$ cat config.mk
export PLATFORM = sky130hd
export DESIGN_NAME = food_gen_flat
export DESIGN_NICKNAME = d
export VERILOG_FILES = /design/src/hw/geom_pkg.sv /design/src/hw/game_pkg.sv /design/src/hw/snake_if.sv /design/src/hw/food_gen.sv /design/src/flat_wrapper.sv
export SDC_FILE = /design/constraint.sdc
export NUM_CORES = 1
export LEC_CHECK = 0
export BUFFER_PORTS_ARGS = -buffer_cell sky130_fd_sc_hd__buf_2
export CAP_MARGIN = 0
export CELL_PAD_IN_SITES_DETAIL_PLACEMENT = 0
export CELL_PAD_IN_SITES_GLOBAL_PLACEMENT = 2
export CORE_ASPECT_RATIO = 1.1
export CORE_MARGIN = 1.5
export CORE_UTILIZATION = 36
export DETAILED_ROUTE_END_ITERATION = 12
export HOLD_SLACK_MARGIN = 0.02
export PLACE_DENSITY = 0.79
export SLEW_MARGIN = 20
export SYNTH_ARGS = -nofsm -noshare
export SYNTH_HDL_FRONTEND = slang
export SYNTH_SLANG_ARGS = --single-unit
export TNS_END_PERCENT = 100
$ cat constraint.sdc
create_clock -name CLK -period 11.9 [get_ports CLK]
set_clock_uncertainty 0.1 [all_clocks]
set_input_delay 0 -clock CLK [delete_from_list [all_inputs] [get_ports CLK]]
set_output_delay 0 -clock CLK [all_outputs]
set_load 0.03 [all_outputs]
$ cat src/hw/geom_pkg.sv
`default_nettype none

package geom_pkg;

    typedef logic signed [11:0] coord_t;   // arena coords, centre 0, y up
    typedef logic [11:0]        pix_t;     // screen coords, origin top left
    typedef logic [5:0]         rgb_t;     // rr gg bb
    typedef logic [25:0]        dist_t;    // squared distance

    localparam int SCREEN_W = 800;
    localparam int SCREEN_H = 600;

    localparam int SEG_STEP  = 30;
    localparam int SEG_R     = 20;
    localparam int SEG_AREA  = 400;
    localparam int FOOD_AREA = 225;
    localparam int EAT_AREA  = 1225;

    // head dies on or past these
    localparam int WALL_X      = 375;
    localparam int WALL_Y_TOP  = 225;
    localparam int WALL_Y_BOT  = -275;
    localparam int FLOOR_Y_TOP = 220;  // floor drawn a bit below the top wall check

    localparam int FOOD_PARK = 1000;
    localparam int FOOD_GRID = 20;     // food placement grid
    localparam int FOOD_COLS = 16;
    localparam int FOOD_ROWS = 11;
    localparam int FOOD_X0   = 160;
    localparam int FOOD_Y0   = 100;

    localparam rgb_t COL_SNAKE = 6'b00_11_00;
    localparam rgb_t COL_FOOD  = 6'b11_00_00;
    localparam rgb_t COL_FLOOR = 6'b00_00_00;
    localparam rgb_t COL_WALL  = 6'b11_11_11;

    function automatic dist_t dist2(input coord_t ax, input coord_t ay,
                                    input coord_t bx, input coord_t by);
        logic signed [25:0] dx;
        logic signed [25:0] dy;
        dx = 26'(ax) - 26'(bx);
        dy = 26'(ay) - 26'(by);
        return dist_t'(dx * dx + dy * dy);
    endfunction

endpackage

`default_nettype wire

$ cat src/hw/game_pkg.sv
`default_nettype none

package game_pkg;

    typedef enum logic [1:0] {
        IDLE,
        PLAY,
        OVER
    } game_state_t;

    typedef enum logic [1:0] {
        RIGHT,
        LEFT,
        UP,
        DOWN
    } dir_t;

    typedef logic [3:0] len_t;

    localparam len_t LEN_INIT = 4'd5;   // segments at reset

    // random counter wraps after this value
    localparam int RND_TOP = 1000;

endpackage

`default_nettype wire

$ cat src/hw/snake_if.sv
`timescale 1ns/100ps
`default_nettype none

interface snake_if
    import geom_pkg::*, game_pkg::*;
#(
    parameter int MAX_LEN = 10
) ();

    coord_t seg_x [MAX_LEN];   // index 0 is the head
    coord_t seg_y [MAX_LEN];
    len_t   length;

    modport body (
        output seg_x,
        output seg_y,
        output length
    );

    modport view (
        input seg_x,
        input seg_y,
        input length
    );

endinterface

`default_nettype wire

$ cat src/hw/food_gen.sv
`timescale 1ns/100ps
`default_nettype none

module food_gen
    import geom_pkg::*, game_pkg::*;
(
    input  logic        CLK,
    input  logic        RESET,
    input  game_state_t state,
    snake_if.view       body,
    output coord_t      food_x,
    output coord_t      food_y,
    output logic        eaten
);

    localparam int RND_W = $clog2(RND_TOP + 1);

    logic [RND_W-1:0] rnd;
    coord_t           new_x;
    coord_t           new_y;
    logic             hit;
    logic             outside;

    always_ff @(posedge CLK) begin
        if (RESET)
            rnd <= '0;
        else if (int'(rnd) == RND_TOP)
            rnd <= '0;
        else
            rnd <= rnd + 1'b1;
    end

    // offset grid, always lands inside the arena
    assign new_x = coord_t'((int'(rnd) % FOOD_COLS) * FOOD_GRID - FOOD_X0);
    assign new_y = coord_t'((int'(rnd) % FOOD_ROWS) * FOOD_GRID - FOOD_Y0);

    assign hit = dist2(body.seg_x[0], body.seg_y[0], food_x, food_y) < EAT_AREA;

    assign outside = (food_x >= WALL_X) || (food_x <= -WALL_X) ||
                     (food_y >= WALL_Y_TOP) || (food_y <= WALL_Y_BOT);

    always_ff @(posedge CLK) begin
        if (RESET) begin
            food_x <= coord_t'(FOOD_PARK);
            food_y <= coord_t'(FOOD_PARK);
            eaten  <= 1'b0;
        end else begin
            eaten <= 1'b0;
            if (state == PLAY) begin
                if (hit) begin
                    food_x <= new_x;
                    food_y <= new_y;
                    eaten  <= 1'b1;
                end else if (outside) begin  // first placement comes from the park spot
                    food_x <= new_x;
                    food_y <= new_y;
                end
            end
        end
    end

endmodule

`default_nettype wire

$ cat src/flat_wrapper.sv
// flat-port wrapper written by rule: the top's interface ports become plain ports
module food_gen_flat import geom_pkg::*, game_pkg::*;
  (CLK, RESET, state, food_x, food_y, eaten, body_seg_x, body_seg_y, body_length);
  snake_if body_i ();
  input  logic CLK;
  input  logic RESET;
  input  game_state_t state;
  output coord_t food_x;
  output coord_t food_y;
  output logic eaten;
  input wire logic [$bits(body_i.seg_x)-1:0] body_seg_x;
  input wire logic [$bits(body_i.seg_y)-1:0] body_seg_y;
  input wire logic [$bits(body_i.length)-1:0] body_length;
  assign body_i.seg_x = {>>{body_seg_x}};
  assign body_i.seg_y = {>>{body_seg_y}};
  assign body_i.length = body_length;
  food_gen u_core (.CLK(CLK), .RESET(RESET), .state(state), .body(body_i), .food_x(food_x), .food_y(food_y), .eaten(eaten));
endmodule
==> results.yml <==
outcome:
  status: "completed"
detailed_routing:
  top_layer: "met5"
  totalWireLength_mm: 42.0
  vias_per_cell: 4.94
  drt-met1-wl_mm: 18.9
  dr.pass1.iters: 5
  wl_met3_mm: 1.31
  ant_nets: 0
  wl_per_cell_um: 17.1
  wl_met2_mm: 20.6
  vias: 12118
  drt_iter0_drc: 500
  drcViolationCount: 0
clock_tree:
  clock_sink_count: 31
  clockBufferDepth: 2
  cts_setup_buffers: 0
  path_clk_slew_ns: 0.05
  cts_buffers: 5
  worstSkewPairLatency_ns: 0.28
  htreeDepth: 2
  root_buffer: "clkbuf_16"
  cts_tree: "done"
floorplanning:
  initial_core_util: 0.365
  die_w_um: 206
  die-area_um2: 46500
  num_io_pins: 273
  rows: 81
  fp.coreArea_um2: 44500
  die_h_um: 226
synth:
  ys_warn_count: 0
  synth_ff_type: "dfxtp_1"
  synth_edf_count: 0
  syn_area_um2: 16300
  async_reset_ff_frac: 0
  post_synth.cell_area_avg_um2: 8.89
  ys_seq_area_frac: 0.0382
  ys_types: 96
  ys_ff_latch: 31
  syn_inst: 1830
place:
  placed_area_um2: 17300
  dp_slack_ns: 0.917
  portBuffers: 48
  dp.final_hpwl_mm: 37.7
  gp_congestion: 0.857
critical_path:
  cp.arrival_ns: 10.95
  cpMaxStageDelayCell: "fa_1"
  r2r_start: "u_core.food_y[2]"
  crit_path_frequent_cell: "fa_1"
  r2r_cells: 35
  required_ns: 11.95
  cp_max_fo: 12
  start_kind: "flop"
  cp_slowest_stage_delay_ns: 0.62
  r2r-end: "u_core.food_y[9]"
  crit_type: "reg -> reg"
  crit_start: "u_core.food_y[2]"
  endpoint: "u_core.food_y[9]"
  endpoint_kind: "flop"
  reg2reg_slack_ns: 1.01
grt:
  grt_pass1_wl_mm: 70.0
  grtUsageTotal: 0.194
  first_global_vias: 13069
  grt_max_degree: 30
  antenna_found_initial: 3
  overflow: 0
sta:
  setup_violations: 0
  rsz0062_at_grt: "false"
  hold_violations: 0
  fin_crit_ns: 10.89
  setup_tns_ns: 0
  slew_headroom: 0.338
  fin_ws_ns: 1.01
  slew_viol_final: 0
  finalCritPeriodShare: 0.915
  worst_slew_pin_slew_ns: 0.989
  timing.fmax_ghz: 0.0918
finish:
  fill_cells: 4549
  nets: 2618
  area_growth_pct: 7.06
  fin_area_um2: 17400
  fin_util: 0.391
  n_antenna_cell: 0
  final_common_cell: "inv_1"
  drive_gt1_frac: 0.0694
  layout_common_cells: "inv_1, fa_1, ha_1"
job:
  cap_violations: 0
worst_hold_path:
  worstHoldPathType: "in -> reg"
-- repair_timing --
item                      4_1_cts  5_1_grt
gates resized for setup         0        0
hold endpoints to repair        5        0
hold buffers                    1        0
-- worst min-delay path by stage --
stage               slack, ns  cells after the start      from                 to
floorplan              -0.006                      1     RESET   u_core.food_y[5]
global placement         0.26                      2     RESET  u_core.food_x[11]
detailed placement       0.28                      2     RESET  u_core.food_x[11]
CTS                      0.24                      6  state[1]   u_core.food_y[8]
global route             0.28                      6  state[1]   u_core.food_y[8]
finish                   0.24                      6  state[1]   u_core.food_y[8]
-- state kept, by name, summed over array words and instances, names as in the netlist --
| name | count |
|---|---|
| u_core.eaten | 1 |
| u_core.food_x | 10 |
| u_core.food_y | 10 |
| u_core.rnd | 10 |
-- cell families (layout without fill, tap and decap cells) --
| family | Yosys count | after routing | synth area share |
|---|---|---|---|
| compound gates | 258 | 258 | 0.114 |
| fa+ha+maj | 497 | 497 | 0.541 |
| xor+xnor | 83 | 83 | 0.0452 |
| mux | 21 | 21 | 0.0136 |
| simple gates | 427 | 427 | 0.127 |
| buf+inv | 512 | 553 | 0.121 |
| other cells | 1 | 4 | 0.000231 |
| flops | 31 | 31 | 0.0382 |
-- synth_stat cells, types with 12 or more instances --
cell type	n	area, um^2
nand3_1	22	110
clkinv_1	12	45.0
ha_1	153	1910
xor2_1	17	149
and3_1	12	75.1
o21bai_1	15	113
o21ai_0	36	180
a21oi_1	54	270
nand2_1	127	477
dfxtp_1	31	621
mux2i_1	14	140
nor2b_1	15	93.8
a21o_1	27	203
inv_1	455	1710
xnor2_1	65	569
nor3_1	28	140
fa_1	343	6870
nor2_1	131	492
clkbuf_1	24	90.1
and2_1	32	200
-- area by class of cell --
| class | instances | area [um^2] | share of cell area |
|---|---|---|---|
| multi-input combinational | 1290 | 13700 | 0.786 |
| inverter | 467 | 1750 | 0.101 |
| tap | 581 | 727 | 0.0418 |
| sequential | 31 | 621 | 0.0356 |
| timing repair buffer | 79 | 475 | 0.0273 |
| clock buffer | 6 | 139 | 0.00798 |
| clock inverter | 1 | 5.00 | 0.000287 |
-- layer usage --
layer,vias up,GRT usage
met2,181,0.333
met1,6091,0.260
met5,-,0
met3,48,0.0199
li1,5794,-
met4,4,0.0492
-- worst max-delay path: cells and delay by family (launching register included) --
| family | cells | cell delay [ns] |
|---|---|---|
| AOI/OAI and AO/OA | 11 | 2.28 |
| adders and majority gates | 10 | 4.59 |
| buffers and inverters | 4 | 0.89 |
| DFF | 1 | 0.41 |
| muxes | 2 | 0.55 |
| and+or+nand+nor | 8 | 1.91 |
-- per-stage QoR --
stage,std cells,hold slack [ns]
2_1_floorplan,1833,-0.00564
3_3_place_gp,2447,0.259
3_5_place_dp,2447,0.277
4_1_cts,2455,0.238
5_1_grt,2455,0.282
6_report,2455,0.240
Power is left out: the tool's default activity adds up to more than one toggle a clock period on the data nets, which glitch-free logic cannot reach.
