File: config.mk
export PLATFORM = sky130hd
export DESIGN_NAME = game_ctrl_flat
export DESIGN_NICKNAME = d
export VERILOG_FILES = /design/src/hw/geom_pkg.sv /design/src/hw/game_pkg.sv /design/src/hw/snake_if.sv /design/src/hw/game_ctrl.sv /design/src/flat_wrapper.sv
export SDC_FILE = /design/constraint.sdc
export NUM_CORES = 1
export LEC_CHECK = 0
export ABC_AREA = 1
export ABC_CLOCK_PERIOD_IN_PS = 2150
export BUFFER_PORTS_ARGS = -buffer_cell sky130_fd_sc_hd__buf_2
export CORE_AREA = 2 2 99 101
export DETAILED_ROUTE_END_ITERATION = 10
export DIE_AREA = 0 0 101 103
export PLACE_DENSITY = 0.65
export SETUP_SLACK_MARGIN = 0.2
export SYNTH_ARGS = -nofsm -noshare
export SYNTH_HDL_FRONTEND = slang
export SYNTH_SLANG_ARGS = --single-unit
File: constraint.sdc
create_clock -name CLK -period 2.15 [get_ports CLK]
set_input_delay 0.43 -clock CLK [delete_from_list [all_inputs] [get_ports CLK]]
set_output_delay 0.43 -clock CLK [all_outputs]
set_load 0.02 [all_outputs]
File: src/hw/geom_pkg.sv
`default_nettype none

package geom_pkg;

    typedef logic signed [11:0] coord_t;   // arena coords, centre 0, y up
    typedef logic [11:0]        pix_t;     // screen coords, origin top left
    typedef logic [5:0]         rgb_t;     // rr gg bb
    typedef logic [25:0]        dist_t;    // squared distance

    localparam int SCREEN_W = 800;
    localparam int SCREEN_H = 600;

    localparam int SEG_STEP  = 30;
    localparam int SEG_R     = 20;
    localparam int SEG_AREA  = 400;
    localparam int FOOD_AREA = 225;
    localparam int EAT_AREA  = 1225;

    // head dies on or past these
    localparam int WALL_X      = 375;
    localparam int WALL_Y_TOP  = 225;
    localparam int WALL_Y_BOT  = -275;
    localparam int FLOOR_Y_TOP = 220;  // floor drawn a bit below the top wall check

    localparam int FOOD_PARK = 1000;
    localparam int FOOD_GRID = 20;     // food placement grid
    localparam int FOOD_COLS = 16;
    localparam int FOOD_ROWS = 11;
    localparam int FOOD_X0   = 160;
    localparam int FOOD_Y0   = 100;

    localparam rgb_t COL_SNAKE = 6'b00_11_00;
    localparam rgb_t COL_FOOD  = 6'b11_00_00;
    localparam rgb_t COL_FLOOR = 6'b00_00_00;
    localparam rgb_t COL_WALL  = 6'b11_11_11;

    function automatic dist_t dist2(input coord_t ax, input coord_t ay,
                                    input coord_t bx, input coord_t by);
        logic signed [25:0] dx;
        logic signed [25:0] dy;
        dx = 26'(ax) - 26'(bx);
        dy = 26'(ay) - 26'(by);
        return dist_t'(dx * dx + dy * dy);
    endfunction

endpackage

`default_nettype wire

File: src/hw/game_pkg.sv
`default_nettype none

package game_pkg;

    typedef enum logic [1:0] {
        IDLE,
        PLAY,
        OVER
    } game_state_t;

    typedef enum logic [1:0] {
        RIGHT,
        LEFT,
        UP,
        DOWN
    } dir_t;

    typedef logic [3:0] len_t;

    localparam len_t LEN_INIT = 4'd5;   // segments at reset

    // random counter wraps after this value
    localparam int RND_TOP = 1000;

endpackage

`default_nettype wire

File: src/hw/snake_if.sv
`timescale 1ns/100ps
`default_nettype none

interface snake_if
    import geom_pkg::*, game_pkg::*;
#(
    parameter int MAX_LEN = 10
) ();

    coord_t seg_x [MAX_LEN];   // index 0 is the head
    coord_t seg_y [MAX_LEN];
    len_t   length;

    modport body (
        output seg_x,
        output seg_y,
        output length
    );

    modport view (
        input seg_x,
        input seg_y,
        input length
    );

endinterface

`default_nettype wire

File: src/hw/game_ctrl.sv
`timescale 1ns/100ps
`default_nettype none

module game_ctrl
    import geom_pkg::*, game_pkg::*;
#(
    parameter int STEP_CYCLES = 25000000
) (
    input  logic        CLK,
    input  logic        RESET,
    input  logic        btn_left,
    input  logic        btn_right,
    input  logic        btn_up,
    input  logic        btn_down,
    snake_if.view       body,
    output game_state_t state,
    output dir_t        dir,
    output logic        step
);

    localparam int CNT_W = (STEP_CYCLES > 1) ? $clog2(STEP_CYCLES) : 1;
    localparam logic [CNT_W-1:0] CNT_LAST = CNT_W'(STEP_CYCLES - 1);

    logic [CNT_W-1:0] step_cnt;
    logic             any_btn;
    logic             wall_hit;
    dir_t             dir_next;

    assign any_btn = btn_left | btn_right | btn_up | btn_down;

    // registered head against the walls
    assign wall_hit = (body.seg_x[0] >= WALL_X) || (body.seg_x[0] <= -WALL_X) ||
                      (body.seg_y[0] >= WALL_Y_TOP) || (body.seg_y[0] <= WALL_Y_BOT);

    always_ff @(posedge CLK) begin
        if (RESET) begin
            state    <= IDLE;
            step_cnt <= '0;
            step     <= 1'b0;
        end else begin
            step <= 1'b0;
            case (state)
                IDLE: begin
                    step_cnt <= '0;
                    if (any_btn)
                        state <= PLAY;
                end
                PLAY: begin
                    if (wall_hit) begin
                        state <= OVER;
                    end else if (step_cnt == CNT_LAST) begin
                        step_cnt <= '0;
                        step     <= 1'b1;
                    end else begin
                        step_cnt <= step_cnt + 1'b1;
                    end
                end
                default: begin
                    state <= OVER;   // dead until reset
                end
            endcase
        end
    end

    // only right-angle turns, reversals fall through
    always_comb begin
        dir_next = dir;
        if (dir == RIGHT || dir == LEFT) begin
            if (btn_up)
                dir_next = UP;
            else if (btn_down)
                dir_next = DOWN;
        end else begin
            if (btn_left)
                dir_next = LEFT;
            else if (btn_right)
                dir_next = RIGHT;
        end
    end

    always_ff @(posedge CLK) begin
        if (RESET)
            dir <= RIGHT;
        else if (state == PLAY)
            dir <= dir_next;  // sampled every cycle, not just on step
    end

endmodule

`default_nettype wire

File: src/flat_wrapper.sv
// flat-port wrapper written by rule: the top's interface ports become plain ports
module game_ctrl_flat import geom_pkg::*, game_pkg::*;
#(
    parameter int STEP_CYCLES = 25000000
)
  (CLK, RESET, btn_left, btn_right, btn_up, btn_down, state, dir, step, body_seg_x, body_seg_y, body_length);
  snake_if body_i ();
  input  logic CLK;
  input  logic RESET;
  input  logic btn_left;
  input  logic btn_right;
  input  logic btn_up;
  input  logic btn_down;
  output game_state_t state;
  output dir_t dir;
  output logic step;
  input wire logic [$bits(body_i.seg_x)-1:0] body_seg_x;
  input wire logic [$bits(body_i.seg_y)-1:0] body_seg_y;
  input wire logic [$bits(body_i.length)-1:0] body_length;
  assign body_i.seg_x = {>>{body_seg_x}};
  assign body_i.seg_y = {>>{body_seg_y}};
  assign body_i.length = body_length;
  game_ctrl #(.STEP_CYCLES(STEP_CYCLES)) u_core (.CLK(CLK), .RESET(RESET), .btn_left(btn_left), .btn_right(btn_right), .btn_up(btn_up), .btn_down(btn_down), .body(body_i), .state(state), .dir(dir), .step(step));
endmodule
==> results_dict.tcl <==
set metrics [dict create \
    synth.distinct_cells 34 \
    crit_fanout 11 \
    numCtsBuffers 5 \
    post-route-min-period_ns 1.729 \
    worst_setup_path_end_kind "flop" \
    dp_hpwl_um 4872 \
    ys_ff_latch 30 \
    placed_cells 542 \
    ant_nets 0 \
    drt_iter0_drc 189 \
    design_area_um2 2780 \
    cts_resized 0 \
    post_cts_buffers 0 \
    maxCapViolations 0 \
    cts-root-buf "clkbuf_8" \
    cts_tree "built" \
    overflow 0 \
    switchingPower_mw 0.4653 \
    post-synth-top-area-cell "dfxtp_1" \
    clock_latency_ns 0.28 \
    power_frac_comb 0.215 \
    max_stage_delay_ns 0.37 \
    crit_required_ns 2.32 \
    ios 255 \
    crit_buf_inv 1 \
    clkTransAtPathRegs_ns 0.07 \
    place_congestion 0.9883 \
    ir_drop_v 0.0003249 \
    grt_max_degree 27 \
    clock_path_buffers 2 \
    synth_most_common_cell "nand2_1" \
    path_delay_family "simple AND/OR/NAND/NOR gates" \
    postCtsHoldBufs 0 \
    antenna_found_initial 0 \
    powerDensity_nw_per_um2 538.9 \
    synth_area_leaders "dfxtp_1, nand2_1, nor2_1, nand3_1, inv_1" \
    tightest_slew_ns 0.5394 \
    synth_fa_ha_area_frac 0.005316 \
    synthXorXnorAreaFrac 0.04094 \
    synth_top_family_by_area "simple AND/OR/NAND/NOR gates" \
    synthArstFlopShare 0 \
    h-tree-depth 2 \
    synth_edf_count 0 \
    crit-reg2reg-launch "u_core.step_cnt[1]$_SDFFE_PP0P_" \
    clkPwrFrac 0.378 \
    synth_compound_area_frac 0.08878 \
    fin_cells 550 \
    port_buffers 34 \
    drive_above_1_share 0.1995 \
    pwr-share-seq 0.407 \
    coreArea_um2 9459 \
    die_area_um2 10400 \
    cts_sinks 30 \
    die_w_um 101 \
    outcome "completed" \
    maxSlewViolCount 0 \
    num_antenna_cells 0 \
    clock_skew_ns 0.008217 \
    cp-start-kind "flop" \
    yosys.area_share.simple 0.5114 \
    ys_top_cells_by_count "nand2_1, nor2_1, nand3_1, inv_1, dfxtp_1" \
    post-route-period-util 0.8044 \
    cp-startpoint "u_core.step_cnt[1]$_SDFFE_PP0P_" \
    rows 36 \
    max_freq_mhz 578.3 \
    post_dp_cell_area_um2 2671 \
    yosysSeqAreaShare 0.2552 \
    crit_type "reg2reg" \
    critical_path_arrival_ns 1.90 \
    p_leak_nw 1.120 \
    syn-num-nets 646 \
    dpl_worst_slack_ns 0.2777 \
    die_y_um 103 \
    synth_top_area_frac 0.2552 \
    first_pass_iters 4 \
    wl_per_cell_um 11.37 \
    synthMuxAreaShare 0 \
    syn_to_final_growth_pct 18.13 \
    vias 2571 \
    fill_cells 1048 \
    slew_headroom 0.6404 \
    min_from "btn_left" \
    crit_slowest_cell "dfxtp_1" \
    p_int_mw 1.033 \
    crit_chain "ha_1 > nand3_1 > inv_1 > nand4_1 > nor2_1 > nand2_1 > nor3b_1 > nand2_2 > a21oi_2" \
    setup_ws_ns 0.4206 \
    initial_utilization 0.2488 \
    finalHoldViolCount 0 \
    holdCritPathClass "in2reg" \
    num-nets-final 686 \
    grt_pass1_wl_um 10740 \
    finalSetupViolCount 0 \
    postSynthCellCount 395 \
    viasPerCell 4.675 \
    syn_avg_cell_area_um2 5.958 \
    yosysWarnings 0 \
    swShare 0.3106 \
    grt_pass1_vias 2367 \
    drc_errors 0 \
    rsz0062_at_grt "no" \
    netlist_area_um2 2354 \
    grtUsageTotal 0.1268 \
    synth_top_flop_cell "dfxtp_1" \
    final.setup.tns_ns 0 \
    routed_wl_um 6252 \
]
==> power groups by stage <==
stage	Clock [mW]	Sequential (mW)	Combinational [mW]
2_1_floorplan	0	0.627	0.216
3_3_place_gp	0	0.622	0.314
3_5_place_dp	0	0.622	0.323
4_1_cts	0.573	0.609	0.324
5_1_grt	0.601	0.615	0.364
6_report	0.566	0.611	0.322
==> cells by family (layout without fill, tap and decap cells) <==
kind of cell / Yosys count / count (layout)
AO/OA/AOI/OAI: 33 / 33
flip-flops: 30 / 30
XOR/XNOR: 11 / 11
buffers and inverters: 55 / 96
AND/OR/NAND/NOR: 265 / 265
adder cells (fa/ha/maj): 1 / 1
==> path summary, 6_finish.rpt <==
path	to	slack, ns	depth (start not counted)
max	u_core.step_cnt[3]$_SDFFE_PP0P_	0.42	9
max reg2reg	u_core.step_cnt[3]$_SDFFE_PP0P_	0.42	9
min	u_core.dir[0]$_SDFFE_PP0P_	0.43	3
min reg2reg	u_core.dir[1]$_SDFFE_PP0P_	0.53	2
==> cell type report <==
| cell class | instances | area, µm² | area share |
|---|---|---|---|
| clock buffers | 5 | 68.82 | 0.02475 |
| clock inverters | 3 | 40.04 | 0.01440 |
| inverters | 45 | 168.9 | 0.06076 |
| multi-input cells | 310 | 1521 | 0.5473 |
| flip-flops and latches | 30 | 600.6 | 0.2160 |
| well taps | 114 | 142.6 | 0.05131 |
| repair buffers | 43 | 237.7 | 0.08551 |
==> layout by cell type, fill, tap and decap left out, types with 3 or more instances in the layout <==
master    synthesis  final
nor2_2            3      3
or2_2             4      4
buf_4             2      9
xor2_1            9      9
o21ai_0           6      6
inv_1            42     42
a21oi_1          13     13
nand3_1          46     46
nor3_1           11     11
buf_2             1     34
nor2_1           74     74
nand2_2          12     12
clkbuf_8          0      5
a21oi_2          10     10
dfxtp_1          30     30
nand4_1          11     11
nand2_1          95     95
==> per-stage QoR <==
step	total power, mW	util	hold WS, ns
floorplan	0.8438	-	0.4874
CTS	1.506	0.2939	0.4261
global placement	0.9363	0.2824	0.5067
detailed placement	0.9446	0.2824	0.5085
global route	1.580	0.2939	0.4479
finish	1.498	0.2939	0.4276
==> routing by layer <==
layer	GRT usage	wire, µm	up-vias
li1	-	-	1344
met1	0.1663	3038	1163
met2	0.2154	2836	60
met3	0.02169	321	4
met4	0.03534	56	0
met5	0	0	-
==> worst min-delay path, cell delays in order <==
cell	delay, ns
buf_2	0.10
nand2_1	0.06
a31oi_1	0.07
==> registers in the layout (all words and copies together) (netlist names) <==
signal	cells
u_core.dir	2
u_core.state	2
u_core.step	1
u_core.step_cnt	25
Power figures use the tool's default switching activity.
