===== config.mk =====
export PLATFORM = sky130hd
export DESIGN_NAME = snake_body_flat
export DESIGN_NICKNAME = d
export VERILOG_FILES = /design/src/hw/geom_pkg.sv /design/src/hw/game_pkg.sv /design/src/hw/snake_if.sv /design/src/hw/snake_body.sv /design/src/flat_wrapper.sv
export SDC_FILE = /design/constraint.sdc
export NUM_CORES = 1
export LEC_CHECK = 0
export ABC_AREA = 1
export BUFFER_PORTS_ARGS = -buffer_cell sky130_fd_sc_hd__buf_2
export CORE_UTILIZATION = 25
export CTS_CLUSTER_DIAMETER = 120
export DETAILED_ROUTE_END_ITERATION = 7
export GPL_TIMING_DRIVEN = 0
export PLACE_DENSITY_LB_ADDON = 0.2
export SLEW_MARGIN = 20
export SYNTH_ARGS = -nofsm -noshare
export SYNTH_HDL_FRONTEND = slang
export SYNTH_SLANG_ARGS = --single-unit

===== constraint.sdc =====
create_clock -name CLK -period 4.15 [get_ports CLK]
set_input_delay 0.2075 -clock CLK [delete_from_list [all_inputs] [get_ports CLK]]
set_output_delay 0.2075 -clock CLK [all_outputs]
set_load 0.1 [all_outputs]

===== src/hw/geom_pkg.sv =====
`default_nettype none

package geom_pkg;

    typedef logic signed [11:0] coord_t;   // arena coords, centre 0, y up
    typedef logic [11:0]        pix_t;     // screen coords, origin top left
    typedef logic [5:0]         rgb_t;     // rr gg bb
    typedef logic [25:0]        dist_t;    // squared distance

    localparam int SCREEN_W = 800;
    localparam int SCREEN_H = 600;

    localparam int SEG_STEP  = 30;
    localparam int SEG_R     = 20;
    localparam int SEG_AREA  = 400;
    localparam int FOOD_AREA = 225;
    localparam int EAT_AREA  = 1225;

    // head dies on or past these
    localparam int WALL_X      = 375;
    localparam int WALL_Y_TOP  = 225;
    localparam int WALL_Y_BOT  = -275;
    localparam int FLOOR_Y_TOP = 220;  // floor drawn a bit below the top wall check

    localparam int FOOD_PARK = 1000;
    localparam int FOOD_GRID = 20;     // food placement grid
    localparam int FOOD_COLS = 16;
    localparam int FOOD_ROWS = 11;
    localparam int FOOD_X0   = 160;
    localparam int FOOD_Y0   = 100;

    localparam rgb_t COL_SNAKE = 6'b00_11_00;
    localparam rgb_t COL_FOOD  = 6'b11_00_00;
    localparam rgb_t COL_FLOOR = 6'b00_00_00;
    localparam rgb_t COL_WALL  = 6'b11_11_11;

    function automatic dist_t dist2(input coord_t ax, input coord_t ay,
                                    input coord_t bx, input coord_t by);
        logic signed [25:0] dx;
        logic signed [25:0] dy;
        dx = 26'(ax) - 26'(bx);
        dy = 26'(ay) - 26'(by);
        return dist_t'(dx * dx + dy * dy);
    endfunction

endpackage

`default_nettype wire


===== src/hw/game_pkg.sv =====
`default_nettype none

package game_pkg;

    typedef enum logic [1:0] {
        IDLE,
        PLAY,
        OVER
    } game_state_t;

    typedef enum logic [1:0] {
        RIGHT,
        LEFT,
        UP,
        DOWN
    } dir_t;

    typedef logic [3:0] len_t;

    localparam len_t LEN_INIT = 4'd5;   // segments at reset

    // random counter wraps after this value
    localparam int RND_TOP = 1000;

endpackage

`default_nettype wire


===== src/hw/snake_if.sv =====
`timescale 1ns/100ps
`default_nettype none

interface snake_if
    import geom_pkg::*, game_pkg::*;
#(
    parameter int MAX_LEN = 10
) ();

    coord_t seg_x [MAX_LEN];   // index 0 is the head
    coord_t seg_y [MAX_LEN];
    len_t   length;

    modport body (
        output seg_x,
        output seg_y,
        output length
    );

    modport view (
        input seg_x,
        input seg_y,
        input length
    );

endinterface

`default_nettype wire


===== src/hw/snake_body.sv =====
`timescale 1ns/100ps
`default_nettype none

module snake_body
    import geom_pkg::*, game_pkg::*;
#(
    parameter int MAX_LEN = 10
) (
    input  logic    CLK,
    input  logic    RESET,
    input  logic    step,
    input  dir_t    dir,
    input  logic    eaten,
    snake_if.body   body
);

    coord_t head_x_next;
    coord_t head_y_next;
    coord_t tail_x;
    coord_t tail_y;

    always_comb begin
        head_x_next = body.seg_x[0];
        head_y_next = body.seg_y[0];
        case (dir)
            RIGHT: head_x_next = coord_t'(body.seg_x[0] + SEG_STEP);
            LEFT:  head_x_next = coord_t'(body.seg_x[0] - SEG_STEP);
            UP:    head_y_next = coord_t'(body.seg_y[0] + SEG_STEP);
            DOWN:  head_y_next = coord_t'(body.seg_y[0] - SEG_STEP);
            default: ;
        endcase
    end

    // last live segment, unused slots pile up on it
    assign tail_x = body.seg_x[body.length - 1'b1];
    assign tail_y = body.seg_y[body.length - 1'b1];

    always_ff @(posedge CLK) begin
        if (RESET) begin
            for (int i = 0; i < MAX_LEN; i++) begin
                if (i < int'(LEN_INIT))
                    body.seg_x[i] <= coord_t'((int'(LEN_INIT) - 1 - i) * SEG_R);
                else
                    body.seg_x[i] <= '0;
                body.seg_y[i] <= '0;
            end
        end else if (step) begin
            body.seg_x[0] <= head_x_next;
            body.seg_y[0] <= head_y_next;
            for (int i = 1; i < MAX_LEN; i++) begin
                if (i < int'(body.length)) begin
                    body.seg_x[i] <= body.seg_x[i-1];
                    body.seg_y[i] <= body.seg_y[i-1];
                end else begin
                    body.seg_x[i] <= tail_x;
                    body.seg_y[i] <= tail_y;
                end
            end
        end
    end

    always_ff @(posedge CLK) begin
        if (RESET)
            body.length <= LEN_INIT;
        else if (eaten && int'(body.length) < MAX_LEN)
            body.length <= body.length + 1'b1;
    end

endmodule

`default_nettype wire


===== src/flat_wrapper.sv =====
// flat-port wrapper written by rule: the top's interface ports become plain ports
module snake_body_flat import geom_pkg::*, game_pkg::*;
#(
    parameter int MAX_LEN = 10
)
  (CLK, RESET, step, dir, eaten, body_seg_x, body_seg_y, body_length);
  snake_if #(.MAX_LEN(MAX_LEN)) body_i ();
  input  logic CLK;
  input  logic RESET;
  input  logic step;
  input  dir_t dir;
  input  logic eaten;
  output wire logic [$bits(body_i.seg_x)-1:0] body_seg_x;
  output wire logic [$bits(body_i.seg_y)-1:0] body_seg_y;
  output wire logic [$bits(body_i.length)-1:0] body_length;
  assign body_seg_x = {>>{body_i.seg_x}};
  assign body_seg_y = {>>{body_i.seg_y}};
  assign body_length = body_i.length;
  snake_body #(.MAX_LEN(MAX_LEN)) u_core (.CLK(CLK), .RESET(RESET), .step(step), .dir(dir), .eaten(eaten), .body(body_i));
endmodule

==> results of run 1 <==
## worst min-delay path by stage
stage                                        to  slack, ps  depth (start not counted)
after floorplan           u_core.body.length[1]        430                          2
after global placement    u_core.body.seg_y[11]        470                          2
after detailed placement  u_core.body.seg_y[11]        470                          2
after CTS                 u_core.body.length[1]          8                          3
after global routing      u_core.body.length[1]         70                          3
final                     u_core.body.length[1]         40                          3
## registers in the layout, indices dropped and copies added, names as in the netlist
signal              cells
u_core.body.seg_x     119
u_core.body.seg_y     119
u_core.body.length      4
## placed cells by master, fill, tap and decap left out
master       n
nand2_1    501
a21oi_1    385
buf_2      266
dfxtp_1    242
o21ai_0    185
nor2_1     168
inv_1      151
clkbuf_1   139
nand3_1    119
o21ai_1     95
o211ai_1    45
o21bai_1    45
clkbuf_16   31
xor2_1       8
ha_1         8
clkbuf_8     7
inv_2        6
buf_1        4
nand4_1      4
buf_4        4
nor3_1       3
xnor2_1      3
clkinv_2     3
clkinv_1     2
a41oi_1      2
a31oi_1      2
or2_2        2
conb_1       2
nor2_2       1
o211ai_2     1
a22oi_1      1
o221ai_1     1
a41o_1       1
xor2_2       1
nor3_4       1
## cells by family after synthesis
family	Yosys count	synth area share, %
xor gates and xnor gates	12	0.830
other	1	0.0276
adders and majority gates	8	0.738
buffers and inverters	322	9.21
and+or+nand+nor	799	23.5
AOI/OAI and AO/OA	763	30.0
DFF	242	35.7
## per-layer routing
| layer | routed length [um] | GRT usage [%] |
|---|---|---|
| met3 | 4940 | 4.49 |
| met5 | 0 | 0 |
| met1 | 28500 | 29.9 |
| met2 | 31500 | 39.5 |
| met4 | 2010 | 8.11 |
## stage by stage
step / util, % / std cells
2_1_floorplan: - / 2148
3_3_place_gp: 29.2 / 3089
3_5_place_dp: 29.2 / 3089
4_1_cts: 30.9 / 3135
5_1_grt: 30.9 / 3135
6_report: 30.9 / 3135
## power breakdown
| part | internal (W) | switching, W | total [W] | leakage, nW |
|---|---|---|---|---|
| sequential | 0.00257 | 0.000300 | 0.00287 | 1.98 |
| clock | 0.00146 | 0.00108 | 0.00254 | 0.450 |
| combinational | 0.000683 | 0.00327 | 0.00395 | 4.84 |
| total | 0.00471 | 0.00465 | 0.00935 | 7.27 |
## critical path, stage by stage (launching register included)
cell and delay [ps]:
dfxtp_1 480, inv_2 130, clkbuf_1 320, ha_1 400
buf_2 180, buf_2 320, buf_1 530, o211ai_1 250
nand3_1 200, nand3_1 160, nand2_1 450, o21ai_0 140
a21oi_1 150
## cell type report
cell class / count / area [um^2] / share of cell area (%)
clock buffer: 43 / 891 / 5.38
tap: 696 / 871 / 5.25
clock inverter: 3 / 15.0 / 0.0906
timing repair buffer: 245 / 1230 / 7.40
buffer: 163 / 653 / 3.94
sequential: 242 / 4840 / 29.2
inverter: 159 / 597 / 3.60
multi-input combinational: 1584 / 7470 / 45.1
==> metrics.md, run 1 <==
| Metric | Value |
|---|---|
| FF-to-FF Start | u_core.body.length[0] |
| Port bufs | 245 |
| Actual slew at the worst max-slew pin | 975 ps |
| Sum Neg Setup Slack | 0 ps |
| Post-synthesis average cell area | 6.32 um^2 |
| Maximum vdd drop | 0.269 mV |
| Top fanout value on the critical path | 10 |
| Relative slew slack | 34.3% |
| Largest net degree at the start of global routing | 15 |
| Fin. max-slew vios | 0 |
| Max Clk Rate | 264 MHz |
| DRT antenna net count | 0 |
| Die height | 235 um |
| HP Start | eaten |
| Post-place setup slack | 549 ps |
| Drt via density | 5.11 |
| Final period utilization | 91.2% |
| Total CTS buffers | 30 |
| RD Place Congestion | 0.934 |
| RSZ-0062 raised after global routing | false |
| Filler Cells Inserted | 5,969 |
| Clock skew | 17.3 ps |
| Worst skew pair latency | 580 ps |
| Worst Hold Class | input pin to flop |
| Number of global-route vias before repair | 15,500 |
| Post-Syn Area | 13,600 um^2 |
| Worst setup path category | flop to flop |
| CP startpoint | u_core.body.length[0] |
| Post-synth EDFFs | 0 |
| Post-synthesis sequential area ratio | 35.7% |
| Clk root buf | clkbuf_16 |
| Ys async rst share | 0% |
| R2R Setup Slk | 360 ps |
| Commonest cells in the netlist | 501 x nand2_1, 385 x a21oi_1, 242 x dfxtp_1 |
| Pre-antenna DRT Iters | 6 |
| Grt ovf | 0 |
| PD cells | 564 nW/um^2 |
| Clock buffer depth | 3 |
| TritonCTS clock tree | done |
| Synth area leaders | dfxtp_1 36%, a21oi_1 14%, nand2_1 14% |
| DRC errors left | 0 |
| WL/cell | 21.4 um |
| Post-synth cell types | 32 |
| Synthesis-to-layout area growth | 22.2% |
| Final Hold Viols | 0 |
| Via count | 16,000 |
| Synth top area share | 35.7% |
| Post-CTS Setup Bufs | 0 |
| Final min period | 3790 ps |
| Die area | 55,200 um^2 |
| Outcome | complete, no violations |
| N_diodes | 0 |
| WP data arrival | 4280 ps |
| Post-CTS Resized | 0 |
| Finished Cell Area | 16,600 um^2 |
| CP startpoint kind | flop |
| CORE AREA | 53,700 um^2 |
| Leakage power | 7.27 nW |
| Yosys reg bits | 242 |
| Io pins | 250 |
| Die width | 235 um |
| Initial Util | 25.3% |
| Num Clock Sinks | 242 |
| Hold_ws | 36.1 ps |
| Post-DP HPWL | 53,600 um |
| CP endpoint kind | flop |
| Most frequent cell after synthesis | nand2_1 |
| Nets | 2,439 |
| Antenna violations before repair | 0 |
| First-pass GRT wire length | 99,500 um |
| Biggest area consumer among synthesized cells | dfxtp_1 |
| Ys flop type | dfxtp_1 |
| R2R cell count | 12 |
| Rows | 85 |
| End of the worst register-to-register path | u_core.body.seg_x[102] |
| Mapped Cells | 2,147 |
| Setup crit end | u_core.body.seg_x[102] |
| Final setup fails | 0 |
| Clock transition at the registers of the reported paths | 50 ps |
| Cell Area, Placed | 15,700 um^2 |
| Routed wire length | 66,900 um |
| H-tree depth | 1 |
| Overall Power | 0.00935 W |
| MaxCap Viol Count | 0 |
| GR Util All Layers | 23.5% |
| Hold-fix buffers at CTS | 0 |
| Final WS setup | 364 ps |
| Initial drt markers | 1,563 |
| CP required | 4650 ps |
| Warnings from Yosys | 0 |
| Layout cell share with drive strength beyond 1 | 13.2% |
Note: power is estimated with default switching activity, not from simulation.
==> run 2: changes to the inputs <==
CORE_ASPECT_RATIO = 1.4   (was default)
==> run 2 against run 1 <==
Sequential share of layout area fell by 0.16 points. Register-to-register slack got worse by 130 ps. Largest cell class unchanged. Utilization rose by 0.33 points. Count of clock-buffer cells in the layout fell by 4. Hold slack improved by 9.9 ps. Design area rose by 0.55%. Routed wire length rose by 6.6%.
==> metrics.md, run 2 (synthesis results as in run 1) <==
| Metric | Value |
|---|---|
| DRT antenna net count | 0 (unchanged) |
| H-tree depth | 1 (unchanged) |
| Sum Neg Setup Slack | 0 ps (unchanged) |
| Clock skew | 18.9 ps (was 17.3 ps) |
| Total CTS buffers | 29 (was 30) |
| Clk root buf | clkbuf_16 (unchanged) |
| Grt ovf | 0 (unchanged) |
| Most frequent cells in the layout | 501 x nand2_1, 385 x a21oi_1, 266 x buf_2, 242 x dfxtp_1, 184 x o21ai_0 (was 501 x nand2_1, 385 x a21oi_1, 266 x buf_2, 242 x dfxtp_1, 185 x o21ai_0) |
| GR Util All Layers | 25.3% (was 23.5%) |
| Routed wire length | 71,400 um (was 66,900 um) |
| Leakage power | 7.30 nW (was 7.27 nW) |
| Worst path bufs/invs | 5 (unchanged) |
| Number of global-route vias before repair | 15,600 (was 15,500) |
| Filler Cells Inserted | 6,019 (was 5,969) |
| Nets | 2,438 (was 2,439) |
| Final period utilization | 94.4% (was 91.2%) |
| Antenna violations before repair | 0 (unchanged) |
| Pre-antenna DRT Iters | 5 (was 6) |
| Io pins | 250 (unchanged) |
| First-pass GRT wire length | 104,000 um (was 99,500 um) |
| TritonCTS clock tree | done (unchanged) |
| Largest net degree at the start of global routing | 15 (unchanged) |
| Final Hold Viols | 0 (unchanged) |
| CP required | 4650 ps (about the same) |
| Maximum vdd drop | 0.348 mV (was 0.269 mV) |
| Post-DP HPWL | 56,700 um (was 53,600 um) |
| Worst Hold Class | input pin to flop (unchanged) |
| Hold_ws | 45.9 ps (was 36.1 ps) |
| Die area | 55,200 um^2 (about the same) |
| Outcome | complete, no violations (unchanged) |
| Hold-fix buffers at CTS | 0 (unchanged) |
| Die height | 278 um (was 235 um) |
| MaxCap Viol Count | 0 (unchanged) |
| Drt via density | 5.19 (was 5.11) |
| Rows | 100 (was 85) |
| RSZ-0062 raised after global routing | false (unchanged) |
| Top fanout value on the critical path | 10 (unchanged) |
| CORE AREA | 53,400 um^2 (was 53,700 um^2) |
| Max stage delay cell, worst path | nand2_1 (was buf_1) |
| Initial Util | 25.4% (was 25.3%) |
| N_diodes | 0 (unchanged) |
| WL/cell | 22.6 um (was 21.4 um) |
| CP cell instances | inv_2 -> clkbuf_1 -> ha_1 -> buf_2 -> buf_2 -> buf_1 -> o211ai_1 -> nand3_1 -> nand3_1 -> nand2_1 -> o21ai_0 -> a21oi_1 (unchanged) |
| PD cells | 578 nW/um^2 (was 564 nW/um^2) |
| WP data arrival | 4420 ps (was 4280 ps) |
| Final setup fails | 0 (unchanged) |
| Post-CTS Resized | 0 (unchanged) |
| Commonest non-fill, non-tap cell in the layout | nand2_1 (unchanged) |
| Fin. max-slew vios | 0 (unchanged) |
| Max Clk Rate | 255 MHz (was 264 MHz) |
| Final min period | 3920 ps (was 3790 ps) |
| Via count | 16,400 (was 16,000) |
| Worst setup path category | flop to flop (unchanged) |
| Post-CTS Setup Bufs | 0 (unchanged) |
| Layout cell share with drive strength beyond 1 | 13.4% (was 13.2%) |
| Clock buffer depth | 3 (unchanged) |
| RD Place Congestion | 0.946 (was 0.934) |
| Max stage delay on crit path | 520 ps (was 530 ps) |
| Die width | 199 um (was 235 um) |
| CP endpoint kind | flop (unchanged) |
| Port bufs | 245 (unchanged) |
| Num Clock Sinks | 242 (unchanged) |
| Crit path max-delay family | buffers and inverters (unchanged) |
| Relative slew slack | 32.6% (was 34.3%) |
| Clock transition at the registers of the reported paths | 70 ps (was 50 ps) |
| Worst skew pair latency | 580 ps (about the same) |
| Initial drt markers | 1,440 (was 1,563) |
| CP startpoint kind | flop (unchanged) |
| Synthesis-to-layout area growth | 22.8% (was 22.2%) |
| DRC errors left | 0 (unchanged) |
| Actual slew at the worst max-slew pin | 1000 ps (was 975 ps) |
| Biggest regs | u_core.body.seg_x: 119 flops, u_core.body.seg_y: 119 flops, u_core.body.length: 4 flops (unchanged) |
## run 2: cell types whose count changed in the layout (fill, tap and decap cells not counted), sizes merged
cell,delta
clkinvlp,+1
clkbuf,-4
bufinv,+4
clkinv,+4
inv,+1
## run 2: per-stage QoR
stage | cell area, um^2 | power [W] | cells | setup slack [ps] | utilization [%]
finish | 16700 | 0.00963 | 3159 | 232 | 31.2
global placement | 15700 | 0.00690 | 3107 | 320 | 29.4
CTS | 16700 | 0.00964 | 3159 | 290 | 31.2
floorplan | 13600 | 0.00579 | 2148 | 1090 | -
global route | 16700 | 0.00999 | 3159 | 38.0 | 31.2
detailed placement | 15700 | 0.00692 | 3107 | 305 | 29.4
## run 2: where the power goes
| part | total, W | internal (W) | switching [W] |
|---|---|---|---|
| Sequential | 0.00288 | 0.00257 | 0.000316 |
| Combinational | 0.00402 | 0.000683 | 0.00334 |
| Clock | 0.00273 | 0.00160 | 0.00113 |
## run 2: final timing paths
| path | start | slack (ps) | end | depth (start not counted) |
|---|---|---|---|---|
| hold / removal | eaten | 50 | u_core.body.length[1] | 3 |
| setup / recovery | u_core.body.length[0] | 230 | u_core.body.seg_x[102] | 12 |
| setup reg to reg | u_core.body.length[0] | 230 | u_core.body.seg_x[102] | 12 |
| hold reg to reg | u_core.body.seg_x[1] | 480 | u_core.body.seg_x[1] | 2 |
## run 2: worst min-delay path, cell delays in order
cell	delay, ps
buf_2	130
nand2_1	150
a21oi_1	80
## run 2: per-layer routing
layer / GRT usage, % / wire, um
met5: 0 / 0
met4: 11.5 / 3370
met3: 3.54 / 4820
met2: 44.1 / 35100
met1: 30.4 / 28100
## run 2: cell type report
type / count / area [um^2] / share of cell area [%]
Clock buffer: 39 / 803 / 4.82
Buffer: 163 / 653 / 3.92
Sequential cell: 242 / 4840 / 29.1
Clock inverter: 13 / 171 / 1.03
Multi-Input combinational cell: 1584 / 7470 / 44.9
Tap cell: 714 / 893 / 5.36
Timing Repair Buffer: 245 / 1230 / 7.36
Inverter: 159 / 597 / 3.58
==> run 3: changes to the inputs <==
ABC_AREA = default   (was 1)
==> run 3 against run 2 <==
Design area shrank 1.2%. Fmax grew 2.8%. First-iteration DRC count decreased by 9.5%. Area after synthesis down 1.1%. Critical path depth shrank 2. Utilization down 0.14 points. Flip-flop and latch count unchanged. Count of clock-buffer cells in the layout grew 5. Critical endpoint is now u_core.body.seg_y[5]. Largest power group is now clock. Highest routed layer unchanged.
==> metrics.md, run 3 <==
| Metric | Value |
|---|---|
| PD cells | 435 nW/um^2 (was 578 nW/um^2) |
| Mapped Cells | 1,473 (was 2,147) |
| Initial Util | 25.3% (was 25.4%) |
| Fin. max-slew vios | 0 (unchanged) |
| Cell Area, Placed | 15,500 um^2 (was 15,700 um^2) |
| Die area | 54,600 um^2 (was 55,200 um^2) |
| Worst Hold Class | input pin to flop (unchanged) |
| Final setup fails | 0 (unchanged) |
| Antenna violations before repair | 1 (was 0) |
| Pre-antenna DRT Iters | 6 (was 5) |
| GR Util All Layers | 24.9% (was 25.3%) |
| Final period utilization | 91.8% (was 94.4%) |
| Largest net degree at the start of global routing | 14 (was 15) |
| CP cell instances | buf_2 -> inv_1 -> ha_1 -> buf_2 -> buf_1 -> mux4_2 -> inv_1 -> o22ai_1 -> nor2_2 -> o221ai_1 (was inv_2 -> clkbuf_1 -> ha_1 -> buf_2 -> buf_2 -> buf_1 -> o211ai_1 -> nand3_1 -> nand3_1 -> nand2_1 -> o21ai_0 -> a21oi_1) |
| Relative slew slack | 33.4% (was 32.6%) |
| Grt ovf | 0 (unchanged) |
| Post-DP HPWL | 53,900 um (was 56,700 um) |
| Synth area leaders | dfxtp_1 36%, o221ai_1 9.8%, mux4_2 7.7% (was dfxtp_1 36%, a21oi_1 14%, nand2_1 14%) |
| WL/cell | 27.9 um (was 22.6 um) |
| Maximum vdd drop | 0.254 mV (was 0.348 mV) |
| Initial drt markers | 1,303 (was 1,440) |
| H-tree depth | 1 (unchanged) |
| Clock transition at the registers of the reported paths | 60 ps (was 70 ps) |
| Rows | 100 (unchanged) |
| Commonest cells in the netlist | 242 x dfxtp_1, 150 x o221ai_1, 144 x nand2b_1 (was 501 x nand2_1, 385 x a21oi_1, 242 x dfxtp_1) |
| Leakage power | 5.95 nW (was 7.30 nW) |
| Num Clock Sinks | 242 (unchanged) |
| Post-synth EDFFs | 0 (unchanged) |
| Post-synthesis average cell area | 9.11 um^2 (was 6.32 um^2) |
| DRT antenna net count | 0 (unchanged) |
| CORE AREA | 53,100 um^2 (was 53,400 um^2) |
| Top fanout value on the critical path | 10 (unchanged) |
| Max stage delay on crit path | 710 ps (was 520 ps) |
| Post-synthesis sequential area ratio | 36.1% (was 35.7%) |
| CP required | 4560 ps (was 4650 ps) |
| RD Place Congestion | 0.926 (was 0.946) |
| Warnings from Yosys | 0 (unchanged) |
| Clock buffer depth | 3 (unchanged) |
| Final min period | 3810 ps (was 3920 ps) |
| Post-synth cell types | 68 (was 32) |
| Clock skew | 19.4 ps (was 18.9 ps) |
| CP endpoint kind | flop (unchanged) |
| Yosys reg bits | 242 (unchanged) |
| Most frequent cell after synthesis | dfxtp_1 (was nand2_1) |
| Biggest regs | u_core.body.seg_x: 119 flops, u_core.body.seg_y: 119 flops, u_core.body.length: 4 flops (unchanged) |
| Commonest non-fill, non-tap cell in the layout | buf_2 (was nand2_1) |
| Worst skew pair latency | 580 ps (about the same) |
| Die width | 198 um (was 199 um) |
| Max stage delay cell, worst path | buf_1 (was nand2_1) |
| Most frequent cells in the layout | 265 x buf_2, 242 x dfxtp_1, 150 x o221ai_1, 146 x clkbuf_1, 144 x nand2b_1 (was 501 x nand2_1, 385 x a21oi_1, 266 x buf_2, 242 x dfxtp_1, 184 x o21ai_0) |
| Biggest area consumer among synthesized cells | dfxtp_1 (unchanged) |
| Ys async rst share | 0% (unchanged) |
| Die height | 276 um (was 278 um) |
| Clk root buf | clkbuf_16 (unchanged) |
| First-pass GRT wire length | 99,900 um (was 104,000 um) |
| Outcome | complete, no violations (unchanged) |
| RSZ-0062 raised after global routing | false (unchanged) |
| Routed wire length | 69,400 um (was 71,400 um) |
| MaxCap Viol Count | 0 (unchanged) |
| Post-CTS Resized | 0 (unchanged) |
| Layout cell share with drive strength beyond 1 | 24.1% (was 13.4%) |
| Synth top area share | 36.1% (was 35.7%) |
| Port bufs | 245 (unchanged) |
| CP startpoint kind | flop (unchanged) |
| Max Clk Rate | 263 MHz (was 255 MHz) |
| Post-Syn Area | 13,400 um^2 (was 13,600 um^2) |
| Actual slew at the worst max-slew pin | 999 ps (was 1000 ps) |
| Final Hold Viols | 0 (unchanged) |
| Sum Neg Setup Slack | 0 ps (unchanged) |
| Worst setup path category | flop to flop (unchanged) |
| Number of global-route vias before repair | 14,400 (was 15,600) |
| Ys flop type | dfxtp_1 (unchanged) |
| WP data arrival | 4220 ps (was 4420 ps) |
| Nets | 1,764 (was 2,438) |
| Synthesis-to-layout area growth | 22.8% (about the same) |
| TritonCTS clock tree | done (unchanged) |
| Finished Cell Area | 16,500 um^2 (was 16,700 um^2) |
| Hold_ws | 205 ps (was 45.9 ps) |
| Io pins | 250 (unchanged) |
| Via count | 14,300 (was 16,400) |
| Drt via density | 5.76 (was 5.19) |
| Total CTS buffers | 28 (was 29) |
| DRC errors left | 0 (unchanged) |
[run 3: per-layer routing]
| layer | global-route usage [%] | part of all wire, % | vias up |
|---|---|---|---|
| met2 | 42.9 | 49 | 800 |
| met4 | 16.0 | 6.9 | 0 |
| li1 | - | - | 6219 |
| met5 | 0 | 0 | - |
| met3 | 3.64 | 6.6 | 213 |
| met1 | 28.5 | 37 | 7063 |
[run 3: timing repair]
action / CTS / global route
setup buffers: 0 / 0
hold buffers: 1 / 0
endpoints found under the hold margin: 2 / 0
setup endpoints to repair: 0 / 0
[run 3: cells by family (layout without fill, tap and decap cells)]
family,after synthesis,after routing,synth area share (%)
adders and majority gates,8,8,0.746
buffers and inverters,226,519,6.82
other,1,3,0.0280
and+or+nand+nor,520,520,24.1
muxes,82,82,10.4
xor gates and xnor gates,19,19,1.30
DFF,242,242,36.1
AOI/OAI and AO/OA,375,375,20.5
[run 3: worst paths after layout]
check,endpoint,slack [ps],depth (start not counted),from
min reg2reg,u_core.body.seg_x[12],510,2,u_core.body.seg_x[12]
max,u_core.body.seg_y[5],340,10,u_core.body.length[0]
max reg2reg,u_core.body.seg_y[5],340,10,u_core.body.length[0]
min,u_core.body.seg_y[119],210,4,dir[0]
[run 3: cell type report]
class	count	area (um^2)
inverter	52	195
sequential	242	4840
fill	5782	36600
clock inverter	3	65.1
multi-input combinational	1006	7660
clock buffer	44	852
buffer	174	719
timing repair buffer	246	1240
tap	714	893
antenna	1	2.50
[run 3: power by group]
part	leakage (nW)	switching (W)	internal (W)	total, W
Sequential	1.96	0.000128	0.00241	0.00254
Combinational	3.55	0.00158	0.000456	0.00204
Clock	0.449	0.00107	0.00151	0.00258
Total	5.95	0.00278	0.00438	0.00716
[run 3: critical path, delay by kind of cell, from the launching register on]
family	cells	cell delay, ps
AOI/OAI and AO/OA	2	350
muxes	1	480
and+or+nand+nor	1	550
DFF	1	400
adders and majority gates	1	410
buffers and inverters	5	1430
[run 3: through the flow]
step | instances | total power (W) | util [%] | setup WS, ps
2_1_floorplan | 1474 | 0.00400 | - | 965
3_3_place_gp | 2433 | 0.00460 | 29.3 | 438
3_5_place_dp | 2433 | 0.00461 | 29.3 | 404
4_1_cts | 2481 | 0.00717 | 31.0 | 378
5_1_grt | 2482 | 0.00735 | 31.0 | 252
6_report | 2482 | 0.00716 | 31.0 | 341
